--- src/verilog/serial_rx_defs.svh ---
`ifndef SERIAL_RX_DEFS_SVH
`define SERIAL_RX_DEFS_SVH

// register address width, enough for the three word offsets plus the unused 0xC slot
`define RX_ADDR_W 4

`define RX_REG_CTRL   4'h0 // enable and divider, read back as written
`define RX_REG_STATUS 4'h4 // fifo level, overrun and empty
`define RX_REG_DATA   4'h8 // pops one byte per read when the fifo holds data

// fifo geometry, the level needs one bit more than the pointers
`define RX_FIFO_DEPTH 16
`define RX_LVL_W      5

// smallest divider setting that keeps each sclk half-period at three clk cycles or more
`define RX_DIV_MIN 2

// axi4-lite response codes
`define RX_RESP_OKAY   2'b00
`define RX_RESP_SLVERR 2'b10

`endif

--- src/verilog/serial_rx_pkg.sv ---
`include "serial_rx_defs.svh"

package serial_rx_pkg;

   // manager to subordinate side of the axi4-lite bus
   typedef struct packed {
      logic                  awvalid;
      logic [`RX_ADDR_W-1:0] awaddr;
      logic                  wvalid;
      logic [31:0]           wdata;
      logic [3:0]            wstrb;
      logic                  bready;
      logic                  arvalid;
      logic [`RX_ADDR_W-1:0] araddr;
      logic                  rready;
   } axil_req_t;

   // subordinate to manager side of the axi4-lite bus
   typedef struct packed {
      logic        awready;
      logic        wready;
      logic        bvalid;
      logic [1:0]  bresp;
      logic        arready;
      logic        rvalid;
      logic [31:0] rdata;
      logic [1:0]  rresp;
   } axil_rsp_t;

   // capture settings from the CTRL register
   typedef struct packed {
      logic       enable; // low holds sclk low and drops any partial byte
      logic [7:0] div;    // sclk half-period is div plus one clk cycles
   } rx_ctrl_t;

   // fifo state as seen by the register block
   typedef struct packed {
      logic [`RX_LVL_W-1:0] level;
      logic                 full;
      logic                 empty;
      logic                 overrun; // sticky until cleared through STATUS
   } rx_status_t;

endpackage

--- src/verilog/sclk_gen.sv ---
module sclk_gen
   import serial_rx_pkg::*;
(
   input  logic     clk,
   input  logic     rst,
   input  rx_ctrl_t ctrl,
   output logic     sclk,
   output logic     sample
);

   logic [7:0] div_cnt; // clk cycles spent in the current sclk half-period
   logic       sclk_q;  // sclk one cycle back, used for the edge compare
   logic       wrap;    // end of a half-period

   // compare with >= so that shrinking div on the fly cannot strand the counter above it
   assign wrap = (div_cnt >= ctrl.div);

   always_ff @(posedge clk or posedge rst) begin
      if (rst) begin
         div_cnt <= '0;
         sclk    <= 1'b0;
         sclk_q  <= 1'b0;
         sample  <= 1'b0;
      end else if (!ctrl.enable) begin
         div_cnt <= '0;   // restart cleanly on the next enable
         sclk    <= 1'b0; // serial clock parks low while disabled
         sclk_q  <= 1'b0;
         sample  <= 1'b0;
      end else begin
         if (wrap) begin
            div_cnt <= '0;
            sclk    <= ~sclk; // one half-period done
         end else begin
            div_cnt <= div_cnt + 8'd1;
         end
         sclk_q <= sclk;            // remember the previous level
         sample <= sclk & ~sclk_q;  // strobe lands in the cycle after sclk goes high
      end
   end

   // Since div is at least two, each half-period is three cycles or more, so the strobe
   // always falls well inside the high phase and the input bit has settled by then.

endmodule

--- src/verilog/spi_deserializer.sv ---
module spi_deserializer
(
   input  logic       clk,
   input  logic       rst,
   input  logic       enable,
   input  logic       sample,
   input  logic       serial_in,
   output logic [7:0] byte_data,
   output logic       byte_valid
);

   logic [7:0] shift_reg; // bits collected so far, oldest bit highest
   logic [2:0] bit_cnt;   // number of bits already held, wraps after the eighth
   logic       last_bit;  // this strobe completes a byte

   assign last_bit = (bit_cnt == 3'd7);

   // the eighth bit goes straight into the output so the byte is ready on that strobe
   assign byte_data  = {shift_reg[6:0], serial_in};
   assign byte_valid = enable & sample & last_bit; // single cycle since sample is single cycle

   // bit counter is control state and gets cleared by reset and by disable
   always_ff @(posedge clk or posedge rst) begin
      if (rst) begin
         bit_cnt <= '0;
      end else if (!enable) begin
         bit_cnt <= '0; // partial byte is thrown away
      end else if (sample) begin
         bit_cnt <= bit_cnt + 3'd1; // wraps to zero after the eighth bit
      end
   end

   // msb arrives first, so shifting in at the low end leaves it at bit 7
   always_ff @(posedge clk) begin
      if (enable && sample) begin
         shift_reg <= {shift_reg[6:0], serial_in};
      end
   end

   // Stale bits left in shift_reg after a disable are harmless. The counter restarts at
   // zero, and eight fresh shifts push every old bit out before the next byte is handed
   // over.

endmodule

--- src/verilog/rx_fifo.sv ---
`include "serial_rx_defs.svh"

module rx_fifo
   import serial_rx_pkg::*;
#(
   parameter int DEPTH = 16
)
(
   input  logic       clk,
   input  logic       rst,
   input  logic       push,
   input  logic [7:0] push_data,
   input  logic       pop,
   output logic [7:0] pop_data,
   input  logic       overrun_clr,
   output rx_status_t status
);

   localparam int PTR_W = $clog2(DEPTH);

   logic [7:0]       mem [DEPTH]; // byte storage, no reset needed
   logic [PTR_W-1:0] wr_ptr;      // next slot to write, wraps on its own for a power of two
   logic [PTR_W-1:0] rd_ptr;      // head of the queue
   logic [PTR_W:0]   count;       // bytes currently held, 0 to DEPTH
   logic             full;
   logic             empty;
   logic             overrun;     // a byte was lost since the last clear
   logic             do_push;     // push that actually stores
   logic             do_pop;      // pop that actually removes

   assign full    = (count == DEPTH[PTR_W:0]);
   assign empty   = (count == '0);
   assign do_push = push & ~full;  // a push into a full fifo is dropped
   assign do_pop  = pop & ~empty;  // a pop from an empty fifo is ignored

   assign pop_data = mem[rd_ptr];  // head entry is always on show

   assign status.level   = `RX_LVL_W'(count);
   assign status.full    = full;
   assign status.empty   = empty;
   assign status.overrun = overrun;

   always_ff @(posedge clk or posedge rst) begin
      if (rst) begin
         wr_ptr  <= '0;
         rd_ptr  <= '0;
         count   <= '0;
         overrun <= 1'b0;
      end else begin
         if (do_push) wr_ptr <= wr_ptr + 1'b1;
         if (do_pop)  rd_ptr <= rd_ptr + 1'b1;
         case ({do_push, do_pop})
            2'b10:   count <= count + 1'b1;
            2'b01:   count <= count - 1'b1;
            default: count <= count; // both or neither keep the level
         endcase
         // a drop in the same cycle as a clear wins, so no loss goes unreported
         if (push && full)     overrun <= 1'b1;
         else if (overrun_clr) overrun <= 1'b0;
      end
   end

   always_ff @(posedge clk) begin
      if (do_push) mem[wr_ptr] <= push_data;
   end

endmodule

--- src/verilog/rx_regs.sv ---
`include "serial_rx_defs.svh"

module rx_regs
   import serial_rx_pkg::*;
(
   input  logic       clk,
   input  logic       rst,
   input  axil_req_t  axil_req,
   output axil_rsp_t  axil_rsp,
   output rx_ctrl_t   ctrl,
   input  rx_status_t status,
   input  logic [7:0] pop_data,
   output logic       pop,
   output logic       overrun_clr
);

   logic        wr_ready; // awready and wready, one pulse per accepted write
   logic        wr_fire;  // write handshake on this edge
   logic        bvalid;
   logic [1:0]  bresp;
   logic        rd_ready; // arready pulse
   logic        rd_fire;  // read address handshake on this edge
   logic        rvalid;
   logic [1:0]  rresp;
   logic [31:0] rdata;    // held stable while rvalid waits on rready
   logic [31:0] rd_word;  // read value chosen by address in the accept cycle
   logic        rd_ok;    // read address decodes to a register
   logic        wr_ok;    // write address decodes to a register

   // both write channels must be offered before the pair is taken
   assign wr_fire = wr_ready & axil_req.awvalid & axil_req.wvalid;
   assign rd_fire = rd_ready & axil_req.arvalid;

   // DATA is read-only but sits in the map, so a write to it is accepted and ignored
   assign wr_ok = (axil_req.awaddr == `RX_REG_CTRL) ||
                  (axil_req.awaddr == `RX_REG_STATUS) ||
                  (axil_req.awaddr == `RX_REG_DATA);
   assign rd_ok = (axil_req.araddr == `RX_REG_CTRL) ||
                  (axil_req.araddr == `RX_REG_STATUS) ||
                  (axil_req.araddr == `RX_REG_DATA);

   // write-1-to-clear of overrun at STATUS bit 8, which lives in byte lane 1
   assign overrun_clr = wr_fire && (axil_req.awaddr == `RX_REG_STATUS) &&
                        axil_req.wstrb[1] && axil_req.wdata[8];

   // pop only when a DATA read is taken and there is something to hand out
   assign pop = rd_fire && (axil_req.araddr == `RX_REG_DATA) && !status.empty;

   // read mux, sampled into rdata on the accept edge
   always_comb begin
      rd_word = '0;
      case (axil_req.araddr)
         `RX_REG_CTRL: begin
            rd_word[0]    = ctrl.enable;
            rd_word[15:8] = ctrl.div;
         end
         `RX_REG_STATUS: begin
            rd_word[`RX_LVL_W-1:0] = status.level;
            rd_word[8]             = status.overrun;
            rd_word[9]             = status.empty;
         end
         `RX_REG_DATA: begin
            if (!status.empty) begin
               rd_word[7:0] = pop_data; // head byte, leaves the fifo on this edge
               rd_word[31]  = 1'b1;     // tells software the byte is real
            end
         end
         default: rd_word = '0; // unmapped, answered with SLVERR
      endcase
   end

   // write channel with at most one write outstanding
   always_ff @(posedge clk or posedge rst) begin
      if (rst) begin
         wr_ready <= 1'b0;
         bvalid   <= 1'b0;
         bresp    <= `RX_RESP_OKAY;
         ctrl     <= '0;
      end else begin
         // ready pulses one cycle after both valids, never while a response waits
         wr_ready <= !wr_ready && !bvalid && axil_req.awvalid && axil_req.wvalid;
         if (wr_fire) begin
            bvalid <= 1'b1;
            bresp  <= wr_ok ? `RX_RESP_OKAY : `RX_RESP_SLVERR;
            if (axil_req.awaddr == `RX_REG_CTRL) begin
               if (axil_req.wstrb[0]) ctrl.enable <= axil_req.wdata[0];
               if (axil_req.wstrb[1]) ctrl.div    <= axil_req.wdata[15:8];
            end
         end else if (bvalid && axil_req.bready) begin
            bvalid <= 1'b0; // response taken, next write may start
         end
      end
   end

   // read channel with at most one read outstanding
   always_ff @(posedge clk or posedge rst) begin
      if (rst) begin
         rd_ready <= 1'b0;
         rvalid   <= 1'b0;
         rresp    <= `RX_RESP_OKAY;
      end else begin
         rd_ready <= !rd_ready && !rvalid && axil_req.arvalid; // no accept while rvalid waits
         if (rd_fire) begin
            rvalid <= 1'b1;
            rresp  <= rd_ok ? `RX_RESP_OKAY : `RX_RESP_SLVERR;
         end else if (rvalid && axil_req.rready) begin
            rvalid <= 1'b0;
         end
      end
   end

   // read data is payload and only changes on an accept
   always_ff @(posedge clk) begin
      if (rd_fire) rdata <= rd_word;
   end

   always_comb begin
      axil_rsp         = '0;
      axil_rsp.awready = wr_ready; // address and data ready move together
      axil_rsp.wready  = wr_ready;
      axil_rsp.bvalid  = bvalid;
      axil_rsp.bresp   = bresp;
      axil_rsp.arready = rd_ready;
      axil_rsp.rvalid  = rvalid;
      axil_rsp.rdata   = rdata;
      axil_rsp.rresp   = rresp;
   end

endmodule

--- src/verilog/serial_rx_top.sv ---
`include "serial_rx_defs.svh"

module serial_rx_top
   import serial_rx_pkg::*;
(
   input  logic      clk,
   input  logic      rst,
   input  axil_req_t axil_req,
   output axil_rsp_t axil_rsp,
   output logic      sclk,
   input  logic      serial_in
);

   rx_ctrl_t   ctrl;        // enable and divider from CTRL
   rx_status_t status;      // fifo level and flags back to STATUS
   logic       sample;      // one pulse per sclk rising edge
   logic [7:0] byte_data;   // finished byte from the deserializer
   logic       byte_valid;  // pushes byte_data into the fifo
   logic [7:0] pop_data;    // fifo head for DATA reads
   logic       pop;         // DATA read accepted on a non-empty fifo
   logic       overrun_clr; // write-1 to STATUS bit 8

   // register block, the only part that talks to the bus
   rx_regs u_regs (
      .clk         (clk),
      .rst         (rst),
      .axil_req    (axil_req),
      .axil_rsp    (axil_rsp),
      .ctrl        (ctrl),
      .status      (status),
      .pop_data    (pop_data),
      .pop         (pop),
      .overrun_clr (overrun_clr)
   );

   // serial clock for the microcontroller and the matching sample strobe
   sclk_gen u_sclk_gen (
      .clk    (clk),
      .rst    (rst),
      .ctrl   (ctrl),
      .sclk   (sclk),
      .sample (sample)
   );

   // only the enable bit matters here, it drops a partial byte when cleared
   spi_deserializer u_deser (
      .clk        (clk),
      .rst        (rst),
      .enable     (ctrl.enable),
      .sample     (sample),
      .serial_in  (serial_in),
      .byte_data  (byte_data),
      .byte_valid (byte_valid)
   );

   // byte buffer between capture and software, drops on full and flags it
   rx_fifo #(
      .DEPTH (`RX_FIFO_DEPTH)
   ) u_fifo (
      .clk         (clk),
      .rst         (rst),
      .push        (byte_valid),
      .push_data   (byte_data),
      .pop         (pop),
      .pop_data    (pop_data),
      .overrun_clr (overrun_clr),
      .status      (status)
   );

endmodule

--- config.mk ---
export PLATFORM = sky130hd
export DESIGN_NAME = serial_rx_top
export DESIGN_NICKNAME = d
export VERILOG_FILES = /design/src/verilog/serial_rx_pkg.sv /design/src/verilog/sclk_gen.sv /design/src/verilog/spi_deserializer.sv /design/src/verilog/rx_fifo.sv /design/src/verilog/rx_regs.sv /design/src/verilog/serial_rx_top.sv
export VERILOG_INCLUDE_DIRS = /design/src /design/src/verilog
export SDC_FILE = /design/constraint.sdc
export NUM_CORES = 1
export LEC_CHECK = 0
export ABC_AREA = 1
export CAP_MARGIN = 20
export CORE_MARGIN = 1.5
export CORE_UTILIZATION = 25
export CTS_BUF_LIST = sky130_fd_sc_hd__clkbuf_4 sky130_fd_sc_hd__clkbuf_8
export CTS_CLUSTER_SIZE = 30
export DETAILED_ROUTE_END_ITERATION = 12
export DONT_BUFFER_PORTS = 1
export HOLD_SLACK_MARGIN = 0.12
export PLACE_DENSITY = 0.41
export REMOVE_ABC_BUFFERS = 1
export SETUP_SLACK_MARGIN = 0.5
export SLEW_MARGIN = 30
export SYNTH_ARGS = -nofsm -noshare
export SYNTH_HDL_FRONTEND = slang
export SYNTH_SLANG_ARGS = --single-unit
export TNS_END_PERCENT = 10
--- constraint.sdc ---
create_clock -name clk -period 6.95 [get_ports clk]
set_input_delay 0.3475 -clock clk [delete_from_list [all_inputs] [get_ports clk]]
set_output_delay 0.3475 -clock clk [all_outputs]
set_load 0.02 [all_outputs]
## Word-level counts from Yosys, hierarchy flattened

Memory sizes are Yosys's and may differ from the RTL's.
Index checks and enable logic that the tools add are counted.

| cells by class | value |
|---|---|
| order comparisons | 1 |
| reduce and logical (&&, ||, !) cells | 33 |
| shift operators | 0 |
| multiply operators | 0 |
| div/mod/pow operators | 0 |
| bitwise logic cells | 13 |
| equal/unequal tests | 10 |
| multiplexer cells | 24 |
| add/sub/neg operators | 6 |

Operator list:

| kind | count |
|---|---|
| two-way mux 8 bit | 2 |
| logical AND 1 bit | 14 |
| two-way mux 1 bit | 13 |
| one-hot mux 5 bit (2 select lines) | 1 |
| adder 4 x 1 -> 4 bit (second input constant) | 2 |
| adder 8 x 1 -> 8 bit (second input constant) | 1 |
| bitwise AND 1 bit | 8 |
| == test 4 x 3 -> 1 bit (second input constant) | 2 |
| == test 4 bit (second input constant) | 2 |
| greater-or-equal comparator 8 bit | 1 |
| zero test 4 bit | 2 |
| one-hot mux 4 bit (2 select lines) | 1 |
| nonzero test 2 bit | 4 |
| two-way mux 3 bit | 2 |
| AND reduction 3 bit | 2 |
| adder 5 x 1 -> 5 bit (second input constant) | 1 |
| == test 5 bit (second input constant) | 1 |
| zero test 1 bit | 5 |
| zero test 5 bit | 1 |
| two-way mux 5 bit | 1 |
| NOT 1 bit | 5 |
| subtractor 5 x 1 -> 5 bit (second input constant) | 1 |
| logical OR 1 bit | 4 |
| two-way mux 2 bit | 2 |
| other kinds (8) | 9 |

| storage, ports and cells | value |
|---|---|
| flip-flop bits (word level) | 69 |
| memory bits (read-only) | 0 |
| memory bits (writable) | 128 |
| word-level logic and storage cells | 110 |
| memories kept | 1 |
| output and inout bits | 42 |
| latch bits | 0 |

Memories:

| name | depth | bits a word | rd ports | clocked after Yosys merged registers in | wr ports | line | text |
|---|---|---|---|---|---|---|---|
| u_fifo.mem | 16 | 8 | 1 | 0 | 1 | rx_fifo.sv:21 | `logic [7:0] mem [DEPTH];` |

## Logic depth before layout (Yosys ltp)

Gate-level depths: netlist (run 1).

| logic depth | value |
|---|---|
| word-level depth | 7 |
| depth in mapped cells | 16 |

## Hierarchy

Synthesis (run 1) repeated with hierarchy kept, for this count alone.

| unflattened totals | value |
|---|---|
| cell total of the unflattened synthesis | 917 |
| area, all modules | 8,983.6 um2 |

Modules (own cells, without submodules):

| module | area each (um2) | cells each | instances |
|---|---|---|---|
| rx_fifo | 6,293.5 | 630 | 1 |
| rx_regs | 1,577.8 | 173 | 1 |
| sclk_gen | 721.9 | 85 | 1 |
| spi_deserializer | 390.4 | 29 | 1 |

## Least setup slack after synthesis (run 1)

OpenSTA, ideal clock, no wires.

| path | value |
|---|---|
| kind | reg-to-reg |
| start point | reg u_deser.bit_cnt[0] |
| end point | reg u_fifo.count[4] |
| path slack | 4.552 ns |
| path buffers | 1 |
| arrival | 2.281 ns |
| library setup time | 0.117 ns |
| data required time | 6.833 ns |
| stages on the path, launching flop included | 17 |
| clock period less this slack | 2.398 ns |
| path through | dfrtp_1 -> ha_1 -> ha_1 -> inv_1 -> nor2_1 -> nand2_2 -> buf_2 -> ha_1 -> inv_1 -> fa_1 -> inv_1 -> nand2_1 -> nand2_1 -> a21oi_1 -> xor2_1 -> nand2_1 -> nand2_1 |

| between the ends | value |
|---|---|
| cells in the longest elaborated chain, start to end | 5 |

Ends and longest elaborated chain:

| element | line | text |
|---|---|---|
| from (decl) | spi_deserializer.sv:13 | `logic [2:0] bit_cnt;` |
| from (signal assigned) | spi_deserializer.sv:29 | `bit_cnt <= bit_cnt + 3'd1;` |
| == test 3 bit (*) | spi_deserializer.sv:16 | `assign last_bit = (bit_cnt == 3'd7);` |
| bitwise AND 1 bit (*) | spi_deserializer.sv:20 | `assign byte_valid = enable & sample & last_bit;` |
| bitwise AND 1 bit (*) | rx_fifo.sv:33 | `assign do_push = push & ~full;` |
| == test 2 x 1 -> 1 bit or == test 2 bit (tied branches) | rx_fifo.sv:52 | `case ({do_push, do_pop})` |
| one-hot mux 5 bit (2 select lines) or nonzero test 2 bit (tied branches) | n/a |  |
| to (signal assigned) | rx_fifo.sv:53 | `2'b10: count <= count + 1'b1;` |
| to (signal assigned) | rx_fifo.sv:54 | `2'b01: count <= count - 1'b1;` |
| to (signal assigned) | rx_fifo.sv:55 | `default: count <= count;` |
| to (decl) | rx_fifo.sv:24 | `logic [PTR_W:0] count;` |

Every way passes the cells marked *; elsewhere a longest branch is shown, timed or not.
A chain may end at the register's enable or synchronous reset.

## Worst setup path after layout (run 1)

Ends and elaborated chain as after synthesis.

==> results.ini, run 1 <==
[run_status]
outcome = finished, final reports clean

[power_and_ir_drop]
comb_power_share_pct = 21.8
p_switching_mw = 1.04
cellLeakagePower_nw = 3.72
ir_worst_vdd_uv = 124
cellPowerDensity_nw_per_um2 = 312
fin_total_pwr_mw = 2.99
seq_power_share_pct = 52.0
clkPwrFrac_pct = 26.2
netSwitchingFraction_pct = 34.8
p_int_mw = 1.95

[logic_synthesis]
synthTopCellsByArea = edfxtp_1 (54%), dfrtp_1 (13%), nand2_1 (8.0%)
yosysSeqAreaShare_pct = 66.7
synth_edf_count = 152
syn_inst = 767
synth_area_um2 = 8460
asyncSetResetFlopFracSynth_pct = 22.1
yosysWarnings = 0
yosysTopAreaCell = edfxtp_1
ys_ff_latch = 195
synth_largest_type_area_fraction_pct = 53.9
yosys_most_used_dff = edfxtp_1
synthDistinctLibCells = 33
synth_area_per_cell_um2 = 11.0

[die]
fp.coreArea_um2 = 33400
num_io_pins = 94
chipHeight_um = 187
initial_utilization_pct = 25.3
num_rows = 67
die_w_um = 187
die_area_um2 = 35000

[critical_path]
path_max_fanout = 17
worst_setup_path_start_kind = flip-flop
critPathMaxStageDelay_ns = 0.41
critical_path_class = reg -> reg
end_kind = flip-flop
worstPathRequired_ns = 7.31
slowest_stage = dfrtp_1
crit_chain = ha_1, ha_1, inv_1, nor2_1, nand2_2, ha_1, inv_1, fa_1, inv_1, nand2_1, nand2_1, a21oi_1, xor2_1, nand2_1, nand2_1
crit_top_cell = nand2_1
worstPathArrival_ns = 3.02

[sta]
tightest_slew_ns = 0.868
setup_tns_ns = 0
finalCritPeriodShare_pct = 38.2
clock_skew_ns = 0.0276
setup_viol = 0
slew_headroom_pct = 41.8
clock.fmax_mhz = 376
hold_viol_final = 0
rsz0062_at_grt = no
slew_viol_final = 0
finalCriticalPeriod_ns = 2.66

[final_layout]
largest_register = u_fifo.mem
layout.nets = 867
reg_top3 = u_fifo.mem (128), u_regs.rdata (17), u_regs.ctrl (9)
fill_cells = 3473
largest_reg_flops = 128
final_common_cell = nand2_1
multiInputGateArea_um2 = 2350
mostFrequentLayoutCells = nand2_1 (180), edfxtp_1 (152), nand3_1 (98), nor2_1 (64), inv_1 (60)
drive_gt1_share_pct = 7.19
diodes = 0
regArea_um2 = 5640
area_growth_pct = 13.4

[clocking]
cts_root_buffer = clkbuf_8
cts.sinks = 195
cts_buffers = 17
clock_latency_ns = 0.47
cts_setup_buffers = 0
clockBufferDepth = 2
htree_levels = 4
clkTransAtPathRegs_ns = 0.10
cts_tree = built

[global_routing]
antenna_found_initial = 0
grt_pass1_vias = 5273
grt_first_pass_wirelength_um = 31300
grtUsageTotal_pct = 11.8
grt_max_degree = 59
grt.overflow.total = 0

[drt]
viasPerCell = 4.19
first_pass_iters = 4
drt_iter0_markers = 298
vias = 5260
wl_per_cell_um = 15.8
drt.antenna.violating_nets = 0
drcViolationCount = 0
wl_um = 19800

[place]
gp_congestion = 0.753
hpwlAfterDp_um = 12400
port_buffers = 0

[hold_path]
min_path_type = in -> reg

[job]
drv_cap = 0

[critical path, delay by kind of cell, from the launching register on]
family          cells  cell delay [ns]
fa+ha+maj           4             1.12
xor+xnor            1             0.14
buf+inv             3             0.21
simple gates        6             0.60
compound gates      1             0.07
flops               1             0.41
[area by class of cell]
cell class | instances | share of cell area [%]
multi-input cells | 475 | 24.5
repair buffers | 40 | 3.81
well taps | 448 | 5.84
inverters | 65 | 2.60
clock buffers | 18 | 2.52
flip-flops and latches | 195 | 58.8
clock inverters | 14 | 1.94
[kinds of logic after synthesis]
logic type                 Yosys count  synth area share, %
buffers and inverters              113                 6.61
xor gates and xnor gates            15                 1.55
AOI/OAI and AO/OA                   52                 3.39
and+or+nand+nor                    370                 18.5
other                                1               0.0443
adders and majority gates           21                 3.19
DFF                                195                 66.7
[cell usage after synthesis (2+ instances only)]
| library cell | number |
|---|---|
| buf_2 | 15 |
| ha_1 | 20 |
| dfrtp_1 | 43 |
| inv_1 | 61 |
| buf_4 | 25 |
| nand4_1 | 7 |
| o22ai_1 | 2 |
| o21ai_0 | 16 |
| edfxtp_1 | 152 |
| xnor2_1 | 3 |
| nand2_1 | 180 |
| nor2_1 | 64 |
| o21ai_1 | 6 |
| inv_2 | 2 |
| o211ai_1 | 7 |
| clkbuf_1 | 4 |
| clkinv_1 | 2 |
| a21oi_1 | 18 |
| buf_6 | 3 |
| nand3_1 | 98 |
| xor2_1 | 12 |
| nor3_1 | 16 |
[through the flow]
step | setup WS (ns) | area, um^2 | hold slack (ns) | std cells | util (%)
after detailed placement | 4.28 | 8900 | 0.335 | 1197 | 26.6
after global placement | 4.32 | 8890 | 0.383 | 1197 | 26.6
final | 4.29 | 9590 | 0.158 | 1255 | 28.7
after floorplan | 4.07 | 8210 | 0.378 | 735 | -
after CTS | 4.26 | 9590 | 0.124 | 1255 | 28.7
after global routing | 4.07 | 9590 | 0.171 | 1255 | 28.7
[per-layer routing]
layer  vias up  GRT usage, %  share of wire, %
li1       2618             -                 -
met1      2520          15.6                45
met2       110          20.1                49
met3        12          2.40               4.2
met4         0          2.54               1.1
met5         -             0                 0
[path summary, 6_finish.rpt]
check | to | depth (start not counted) | startpoint | slack [ns]
max in group asynchronous | u_fifo.rd_ptr[0] | 2 | rst | 6.08
min in group asynchronous | u_regs.wr_ready | 2 | rst | 0.41
worst max register to register | u_fifo.count[4] | 15 | u_deser.bit_cnt[0] | 4.29
worst min register to register | u_sclk_gen.sample | 1 | u_sclk_gen.sclk_q | 0.40
worst min-delay path | u_regs.rresp[1] | 4 | axil_req[1] | 0.16
worst max-delay path | u_fifo.count[4] | 15 | u_deser.bit_cnt[0] | 4.29
[timing repair]
| item | 4_1_cts | 5_1_grt |
|---|---|---|
| hold endpoints to repair | 76 | 0 |
| hold buffers | 26 | 0 |
| resized for setup | 0 | 0 |
[power by group through the flow]
stage / clock (mW) / combinational, mW / sequential, mW
floorplan: 0 / 0.410 / 1.56
global placement: 0 / 0.652 / 1.59
detailed placement: 0 / 0.653 / 1.59
CTS: 0.809 / 0.668 / 1.56
global route: 0.849 / 0.756 / 1.58
finish: 0.784 / 0.651 / 1.56
Power figures use the tool's default switching activity.
==> inputs of run 2 (changes only) <==
--- a/config.mk
+++ b/config.mk
@@ -15,7 +15,7 @@
 export DETAILED_ROUTE_END_ITERATION = 12
 export DONT_BUFFER_PORTS = 1
 export HOLD_SLACK_MARGIN = 0.12
-export PLACE_DENSITY = 0.41
+export PLACE_DENSITY = 0.43
 export REMOVE_ABC_BUFFERS = 1
 export SETUP_SLACK_MARGIN = 0.5
 export SLEW_MARGIN = 30
==> constraint.sdc (replaced) <==
create_clock -name clk -period 2.1 [get_ports clk]
set_input_delay 0.105 -clock clk [delete_from_list [all_inputs] [get_ports clk]]
set_output_delay 0.105 -clock clk [all_outputs]
set_load 0.02 [all_outputs]
==> run 2 against run 1 <==
Against the previous run:
- worst hold slack lost 0.0075 ns
- register-to-register slack lost 4.2 ns
- routed wire length grew 6.0%
- via count grew 6.3%
- critical path depth is the same
- fmax grew 30%
- final area grew 13%
- utilization grew 3.6 points
- flip-flop and latch count is the same
- global-route usage grew 0.34 points
==> results.ini, run 2 (synthesis gave the netlist of run 1 again) <==
[die]
initial_utilization_pct = 25.3  ; unchanged
chipHeight_um = 187  ; unchanged
fp.coreArea_um2 = 33400  ; unchanged
die_area_um2 = 35000  ; unchanged
num_rows = 67  ; unchanged
num_io_pins = 94  ; unchanged
die_w_um = 187  ; unchanged

[run_status]
outcome = finished, final reports clean  ; unchanged

[critical_path]
crit_family = adder cells  ; unchanged
worstPathArrival_ns = 2.40  ; was 3.02 ns
crit_chain = ha_2, ha_4, inv_2, nor2_2, nand2_2, ha_4, inv_2, fa_2, inv_2, nand2_4, nand2_2, a21oi_2, xor2_1, nand2_1, nand2_1  ; was ha_1, ha_1, inv_1, nor2_1, nand2_2, ha_1, inv_1, fa_1, inv_1, nand2_1, nand2_1, a21oi_1, xor2_1, nand2_1, nand2_1
worstPathRequired_ns = 2.45  ; was 7.31 ns
critical_path_class = reg -> reg  ; unchanged
end_kind = flip-flop  ; unchanged
cp_num_buf_inv = 3  ; unchanged
crit_top_cell = inv_2  ; was nand2_1
critPathMaxStageDelay_ns = 0.40  ; was 0.41 ns
slowest_stage = dfrtp_1  ; unchanged
worst_setup_path_start_kind = flip-flop  ; unchanged
path_max_fanout = 2  ; was 17

[final_layout]
layout.nets = 925  ; was 867
largest_reg_flops = 128  ; unchanged
fill_cells = 3373  ; was 3,473
mostFrequentLayoutCells = nand2_1 (166), edfxtp_1 (152), nand3_1 (62), nor2_1 (55), inv_1 (50)  ; was nand2_1 (180), edfxtp_1 (152), nand3_1 (98), nor2_1 (64), inv_1 (60)
area_growth_pct = 27.6  ; was 13.4%
reg_top3 = u_fifo.mem (128), u_regs.rdata (17), u_regs.ctrl (9)  ; unchanged
fin_area_um2 = 10800  ; was 9590 um^2
multiInputGateArea_um2 = 2920  ; was 2350 um^2
final_common_cell = nand2_1  ; unchanged
largest_register = u_fifo.mem  ; unchanged
drive_gt1_share_pct = 24.2  ; was 7.19%
regArea_um2 = 5640  ; about the same

[sta]
tightest_slew_ns = 0.819  ; was 0.868 ns
hold-worst-slack_ns = 0.150  ; was 0.158 ns
setup_viol = 0  ; unchanged
finalCriticalPeriod_ns = 2.04  ; was 2.66 ns
rsz0062_at_grt = yes  ; was no
slew_headroom_pct = 45.4  ; was 41.8%
clock.fmax_mhz = 489  ; was 376 MHz
finalCritPeriodShare_pct = 97.4  ; was 38.2%
clock_skew_ns = 0.0301  ; was 0.0276 ns
hold_viol_final = 0  ; unchanged
slew_viol_final = 0  ; unchanged

[clocking]
cts_root_buffer = clkbuf_8  ; unchanged
cts_buffers = 17  ; unchanged
clkTransAtPathRegs_ns = 0.13  ; was 0.10 ns
cts.sinks = 195  ; unchanged
cts_tree = built  ; unchanged
clock_latency_ns = 0.47  ; about the same
clockBufferDepth = 2  ; unchanged
htree_levels = 4  ; unchanged

[global_routing]
antenna_found_initial = 1  ; was 0
grt_first_pass_wirelength_um = 32200  ; was 31,300 um
grtUsageTotal_pct = 12.2  ; was 11.8%
grt_max_degree = 33  ; was 59
grt_pass1_vias = 5516  ; was 5,273
grt.overflow.total = 0  ; unchanged

[drt]
viasPerCell = 4.26  ; was 4.19
wl_um = 21000  ; was 19,800 um
first_pass_iters = 5  ; was 4
drt.antenna.violating_nets = 0  ; unchanged
vias = 5594  ; was 5,260
drt_iter0_markers = 295  ; was 298
drcViolationCount = 0  ; unchanged
wl_per_cell_um = 16.0  ; was 15.8 um

[power_and_ir_drop]
cellPowerDensity_nw_per_um2 = 991  ; was 312 nW/um^2
fin_total_pwr_mw = 10.7  ; was 2.99 mW
cellLeakagePower_nw = 4.26  ; was 3.72 nW
ir_worst_vdd_uv = 382  ; was 124 uV

[place]
gp_congestion = 0.764  ; was 0.753
postPlaceCellArea_um2 = 9210  ; was 8900 um^2
hpwlAfterDp_um = 13300  ; was 12,400 um
port_buffers = 0  ; unchanged

[hold_path]
min_path_type = in -> reg  ; unchanged

[job]
drv_cap = 0  ; unchanged

[run 2: cell count changes in the layout (fill, tap and decap cells not counted), sizes merged]
cell	delta
clkinvlp	-1
clkinv	+1
diode	+1
dlymetal6s4s	+1
buf	+51
dlygate4sd3	+6
[run 2: power by group]
group	switching (mW)	internal [mW]	leakage (nW)
clock network	1.43	1.12	0.213
registers	0.459	4.64	1.87
logic	1.88	1.17	2.17
total	3.77	6.93	4.26
[run 2: area by class of cell]
type	count	area share [%]
multi-input cells	475	27.1
repair buffers	98	9.14
inverters	65	2.45
well taps	448	5.19
diodes	1	0.0232
clock inverters	14	1.59
flip-flops and latches	195	52.3
clock buffers	18	2.24
[run 2: worst paths after layout]
| kind | slack (ns) | depth (start not counted) | startpoint | end |
|---|---|---|---|---|
| max | 0.06 | 15 | u_deser.bit_cnt[0] | u_fifo.count[4] |
| max reg2reg | 0.06 | 15 | u_deser.bit_cnt[0] | u_fifo.count[4] |
| min in group asynchronous | 0.16 | 3 | rst | u_sclk_gen.div_cnt[0] |
| min | 0.15 | 5 | axil_req[45] | u_regs.bresp[1] |
| max in group asynchronous | 1.10 | 3 | rst | u_regs.ctrl[7] |
| min reg2reg | 0.43 | 1 | u_sclk_gen.sclk_q | u_sclk_gen.sample |
[run 2: what timing repair did]
item,CTS,global route
endpoints found under the hold margin,78,8
gates resized for setup,40,143
setup endpoints to repair,154,162
pin swaps,13,63
hold buffers,31,2
setup buffers,7,1
[run 2: through the flow]
step	std cells	utilization [%]	setup WS, ns	setup TNS [ns]
5_1_grt	1314	32.3	-0.0333	-0.0425
4_1_cts	1310	30.3	0.0217	0
6_report	1314	32.3	0.0555	0
3_5_place_dp	1240	27.5	-0.0821	-0.0821
2_1_floorplan	735	-	-0.778	-6.82
3_3_place_gp	1240	27.5	-0.0706	-0.0706
[run 2: layer usage]
layer | up-vias | share of wire (%) | track usage (%)
li1 | 2744 | - | -
met1 | 2744 | 47 | 16.0
met2 | 89 | 49 | 20.8
met3 | 17 | 2.1 | 1.97
met4 | 0 | 1.2 | 3.29
met5 | - | 0 | 0
[run 2: worst min-delay path: stages]
cell            delay, ns
nor2_1               0.03
dlymetal6s4s_1       0.26
o21ai_0              0.08
nand2_1              0.07
nand2_1              0.06
==> inputs of run 3 (changes only) <==
--- a/config.mk
+++ b/config.mk
@@ -15,7 +15,7 @@
 export DETAILED_ROUTE_END_ITERATION = 12
 export DONT_BUFFER_PORTS = 1
 export HOLD_SLACK_MARGIN = 0.12
-export PLACE_DENSITY = 0.43
+export PLACE_DENSITY = 0.41
 export REMOVE_ABC_BUFFERS = 1
 export SETUP_SLACK_MARGIN = 0.5
 export SLEW_MARGIN = 30
==> constraint.sdc (replaced) <==
create_clock -name clk -period 2.3 [get_ports clk]
set_input_delay 0.115 -clock clk [delete_from_list [all_inputs] [get_ports clk]]
set_output_delay 0.115 -clock clk [all_outputs]
set_load 0.02 [all_outputs]
==> run 3 against run 2 <==
Against the previous run:
- final cell count shrank 1.6%
- count of clock-buffer cells in the layout decreased by 1
- critical path depth unchanged
- die area did not move
- power down 14%
- register-to-register slack improved by 0.17 ns
- via count decreased by 2.1%
- final area shrank 6.8%
- routed wire length shrank 1.6%
- non-clock buffer count fell by 20
- critical path type unchanged
- largest power group unchanged
==> results.ini, run 3 (synthesis gave the netlist of run 1 again) <==
[sta]
slew_headroom_pct = 49.2  ; was 45.4%
setup_viol = 0  ; unchanged
finalWorstSetupSlack_ns = 0.226  ; was 0.0555 ns
hold-worst-slack_ns = 0.212  ; was 0.150 ns
clock_skew_ns = 0.0197  ; was 0.0301 ns
finalCriticalPeriod_ns = 2.07  ; was 2.04 ns
clock.fmax_mhz = 482  ; was 489 MHz
hold_viol_final = 0  ; unchanged
tightest_slew_ns = 0.760  ; was 0.819 ns
rsz0062_at_grt = yes  ; unchanged
slew_viol_final = 0  ; unchanged
finalCritPeriodShare_pct = 90.2  ; was 97.4%

[drt]
vias = 5475  ; was 5,594
wl_um = 20700  ; was 21,000 um
drcViolationCount = 0  ; unchanged
drt.antenna.violating_nets = 0  ; unchanged
viasPerCell = 4.23  ; was 4.26
drt_iter0_markers = 250  ; was 295
first_pass_iters = 4  ; was 5
wl_per_cell_um = 16.0  ; about the same

[hold_path]
min_path_type = in -> reg  ; unchanged
worst_hold_path.endpoint = u_regs.rdata[11]  ; was u_regs.bresp[1]
hold_depth = 3  ; was 5
min_from = axil_req[1]  ; was axil_req[45]

[global_routing]
grt_pass1_vias = 5493  ; was 5,516
grt_first_pass_wirelength_um = 32500  ; was 32,200 um
grt_max_degree = 74  ; was 33
grt.overflow.total = 0  ; unchanged
grtUsageTotal_pct = 12.3  ; was 12.2%
antenna_found_initial = 1  ; unchanged

[critical_path]
r2r_start = u_deser.bit_cnt[0]  ; unchanged
worstPathRequired_ns = 2.68  ; was 2.45 ns
critPathMaxStageDelay_ns = 0.41  ; was 0.40 ns
end_kind = flip-flop  ; unchanged
worstPathArrival_ns = 2.45  ; was 2.40 ns
critical_path_class = reg -> reg  ; unchanged
crit_chain = ha_2, ha_4, inv_2, nor2_2, nand2_2, ha_4, inv_2, fa_2, inv_2, nand2_2, nand2_2, a21oi_2, xor2_1, nand2_1, nand2_1  ; was ha_2, ha_4, inv_2, nor2_2, nand2_2, ha_4, inv_2, fa_2, inv_2, nand2_4, nand2_2, a21oi_2, xor2_1, nand2_1, nand2_1
r2r_slack_ns = 0.23  ; was 0.06 ns
path_max_fanout = 3  ; was 2
worst_setup_path_start_kind = flip-flop  ; unchanged
rr_worst_depth = 15  ; unchanged
timing.rr.end = u_fifo.count[4]  ; unchanged
slowest_stage = dfrtp_1  ; unchanged

[clocking]
clockBufferDepth = 2  ; unchanged
cts_root_buffer = clkbuf_8  ; unchanged
cts_tree = built  ; unchanged
htree_levels = 4  ; unchanged
cts.sinks = 195  ; unchanged
clock_latency_ns = 0.48  ; was 0.47 ns
cts_buffers = 17  ; unchanged
clkTransAtPathRegs_ns = 0.11  ; was 0.13 ns

[final_layout]
drive_gt1_share_pct = 12.8  ; was 24.2%
mostFrequentLayoutCells = nand2_1 (175), edfxtp_1 (152), nand3_1 (98), nor2_1 (59), inv_1 (55)  ; was nand2_1 (166), edfxtp_1 (152), nand3_1 (62), nor2_1 (55), inv_1 (50)
fill_cells = 3446  ; was 3,373
diodes = 0  ; was 1
largest_reg_flops = 128  ; unchanged
regArea_um2 = 5640  ; about the same
final_common_cell = nand2_1  ; unchanged
stdcell_count = 1293  ; was 1,314
reg_top3 = u_fifo.mem (128), u_regs.rdata (17), u_regs.ctrl (9)  ; unchanged
area_growth_pct = 18.9  ; was 27.6%
largest_register = u_fifo.mem  ; unchanged
multiInputGateArea_um2 = 2460  ; was 2920 um^2
layout.nets = 905  ; was 925

[run_status]
outcome = finished, final reports clean  ; unchanged

[place]
placed_cells = 1219  ; was 1,240
gp_congestion = 0.733  ; was 0.764
hpwlAfterDp_um = 13200  ; was 13,300 um
port_buffers = 0  ; unchanged
dp_slack_ns = 0.136  ; was -0.0821 ns

[die]
num_io_pins = 94  ; unchanged
die_w_um = 187  ; unchanged
num_rows = 67  ; unchanged
fp.coreArea_um2 = 33400  ; unchanged
die_area_um2 = 35000  ; unchanged
chipHeight_um = 187  ; unchanged
initial_utilization_pct = 25.3  ; unchanged

[power_and_ir_drop]
ir_worst_vdd_uv = 361  ; was 382 uV
cellLeakagePower_nw = 3.98  ; was 4.26 nW
cellPowerDensity_nw_per_um2 = 911  ; was 991 nW/um^2

[job]
drv_cap = 0  ; unchanged

[run 3: cell count changes in the layout (fill, tap and decap cells not counted), moves of 5 or more]
cell	before	now
ha_4	8	3
inv_1	50	55
o21ai_0	10	16
nor3_4	14	4
buf_6	24	7
nand3_1	62	98
ha_1	11	16
nand3_2	32	0
nor3_1	2	12
nand2_2	13	5
nand2_1	166	175
[run 3: how the worst max path moves through the flow]
stage | end | start | cells past startpoint | slack [ns]
floorplan | u_regs.rdata[5] | u_fifo.rd_ptr[0] | 7 | -0.58
global placement | u_fifo.count[4] | u_fifo.count[1] | 13 | 0.14
detailed placement | u_fifo.count[4] | u_deser.bit_cnt[0] | 14 | 0.14
CTS | u_fifo.count[4] | u_deser.bit_cnt[0] | 15 | 0.25
global route | u_fifo.count[3] | u_deser.bit_cnt[0] | 13 | 0.11
finish | u_fifo.count[4] | u_deser.bit_cnt[0] | 15 | 0.23
[run 3: final cells by class]
cell class / count / area share, %
tap: 448 / 5.57
sequential: 195 / 56.1
timing repair buffer: 78 / 7.53
multi-input combinational: 475 / 24.4
clock buffer: 17 / 2.33
clock inverter: 15 / 1.62
inverter: 65 / 2.45
[run 3: repair_timing]
| action | 4_1_cts | 5_1_grt |
|---|---|---|
| hold buffers | 34 | 0 |
| pin swaps | 13 | 6 |
| gates cloned | 1 | 0 |
| endpoints found under the setup margin | 96 | 162 |
| endpoints found under the hold margin | 81 | 0 |
| resized for setup | 31 | 15 |
| setup buffers | 6 | 1 |
[run 3: per-layer routing]
metal | track usage, % | up-vias | share of wire, %
li1 | - | 2691 | -
met1 | 16.7 | 2664 | 46
met2 | 20.3 | 104 | 48
met3 | 2.03 | 16 | 4.2
met4 | 3.75 | 0 | 1.3
met5 | 0 | - | 0
[run 3: per-stage QoR]
stage | setup TNS [ns] | area [um^2] | total power, mW | util (%)
floorplan | -4.81 | 8210 | 5.95 | -
global placement | 0 | 9060 | 6.85 | 27.1
detailed placement | 0 | 9060 | 6.86 | 27.1
CTS | 0 | 9980 | 9.28 | 29.8
global route | 0 | 10100 | 9.78 | 30.1
finish | 0 | 10100 | 9.16 | 30.1
[run 3: critical path, delay by kind of cell (launching register included)]
| family | cells | cell delay, ns |
|---|---|---|
| fa+ha+maj | 4 | 0.86 |
| flops | 1 | 0.41 |
| simple gates | 6 | 0.36 |
| buf+inv | 3 | 0.16 |
| xor+xnor | 1 | 0.14 |
| compound gates | 1 | 0.06 |
[run 3: power breakdown]
part,internal (mW),switching [mW],total (mW)
Sequential,4.24,0.417,4.65
Clock,0.822,1.42,2.24
Combinational,0.792,1.48,2.27
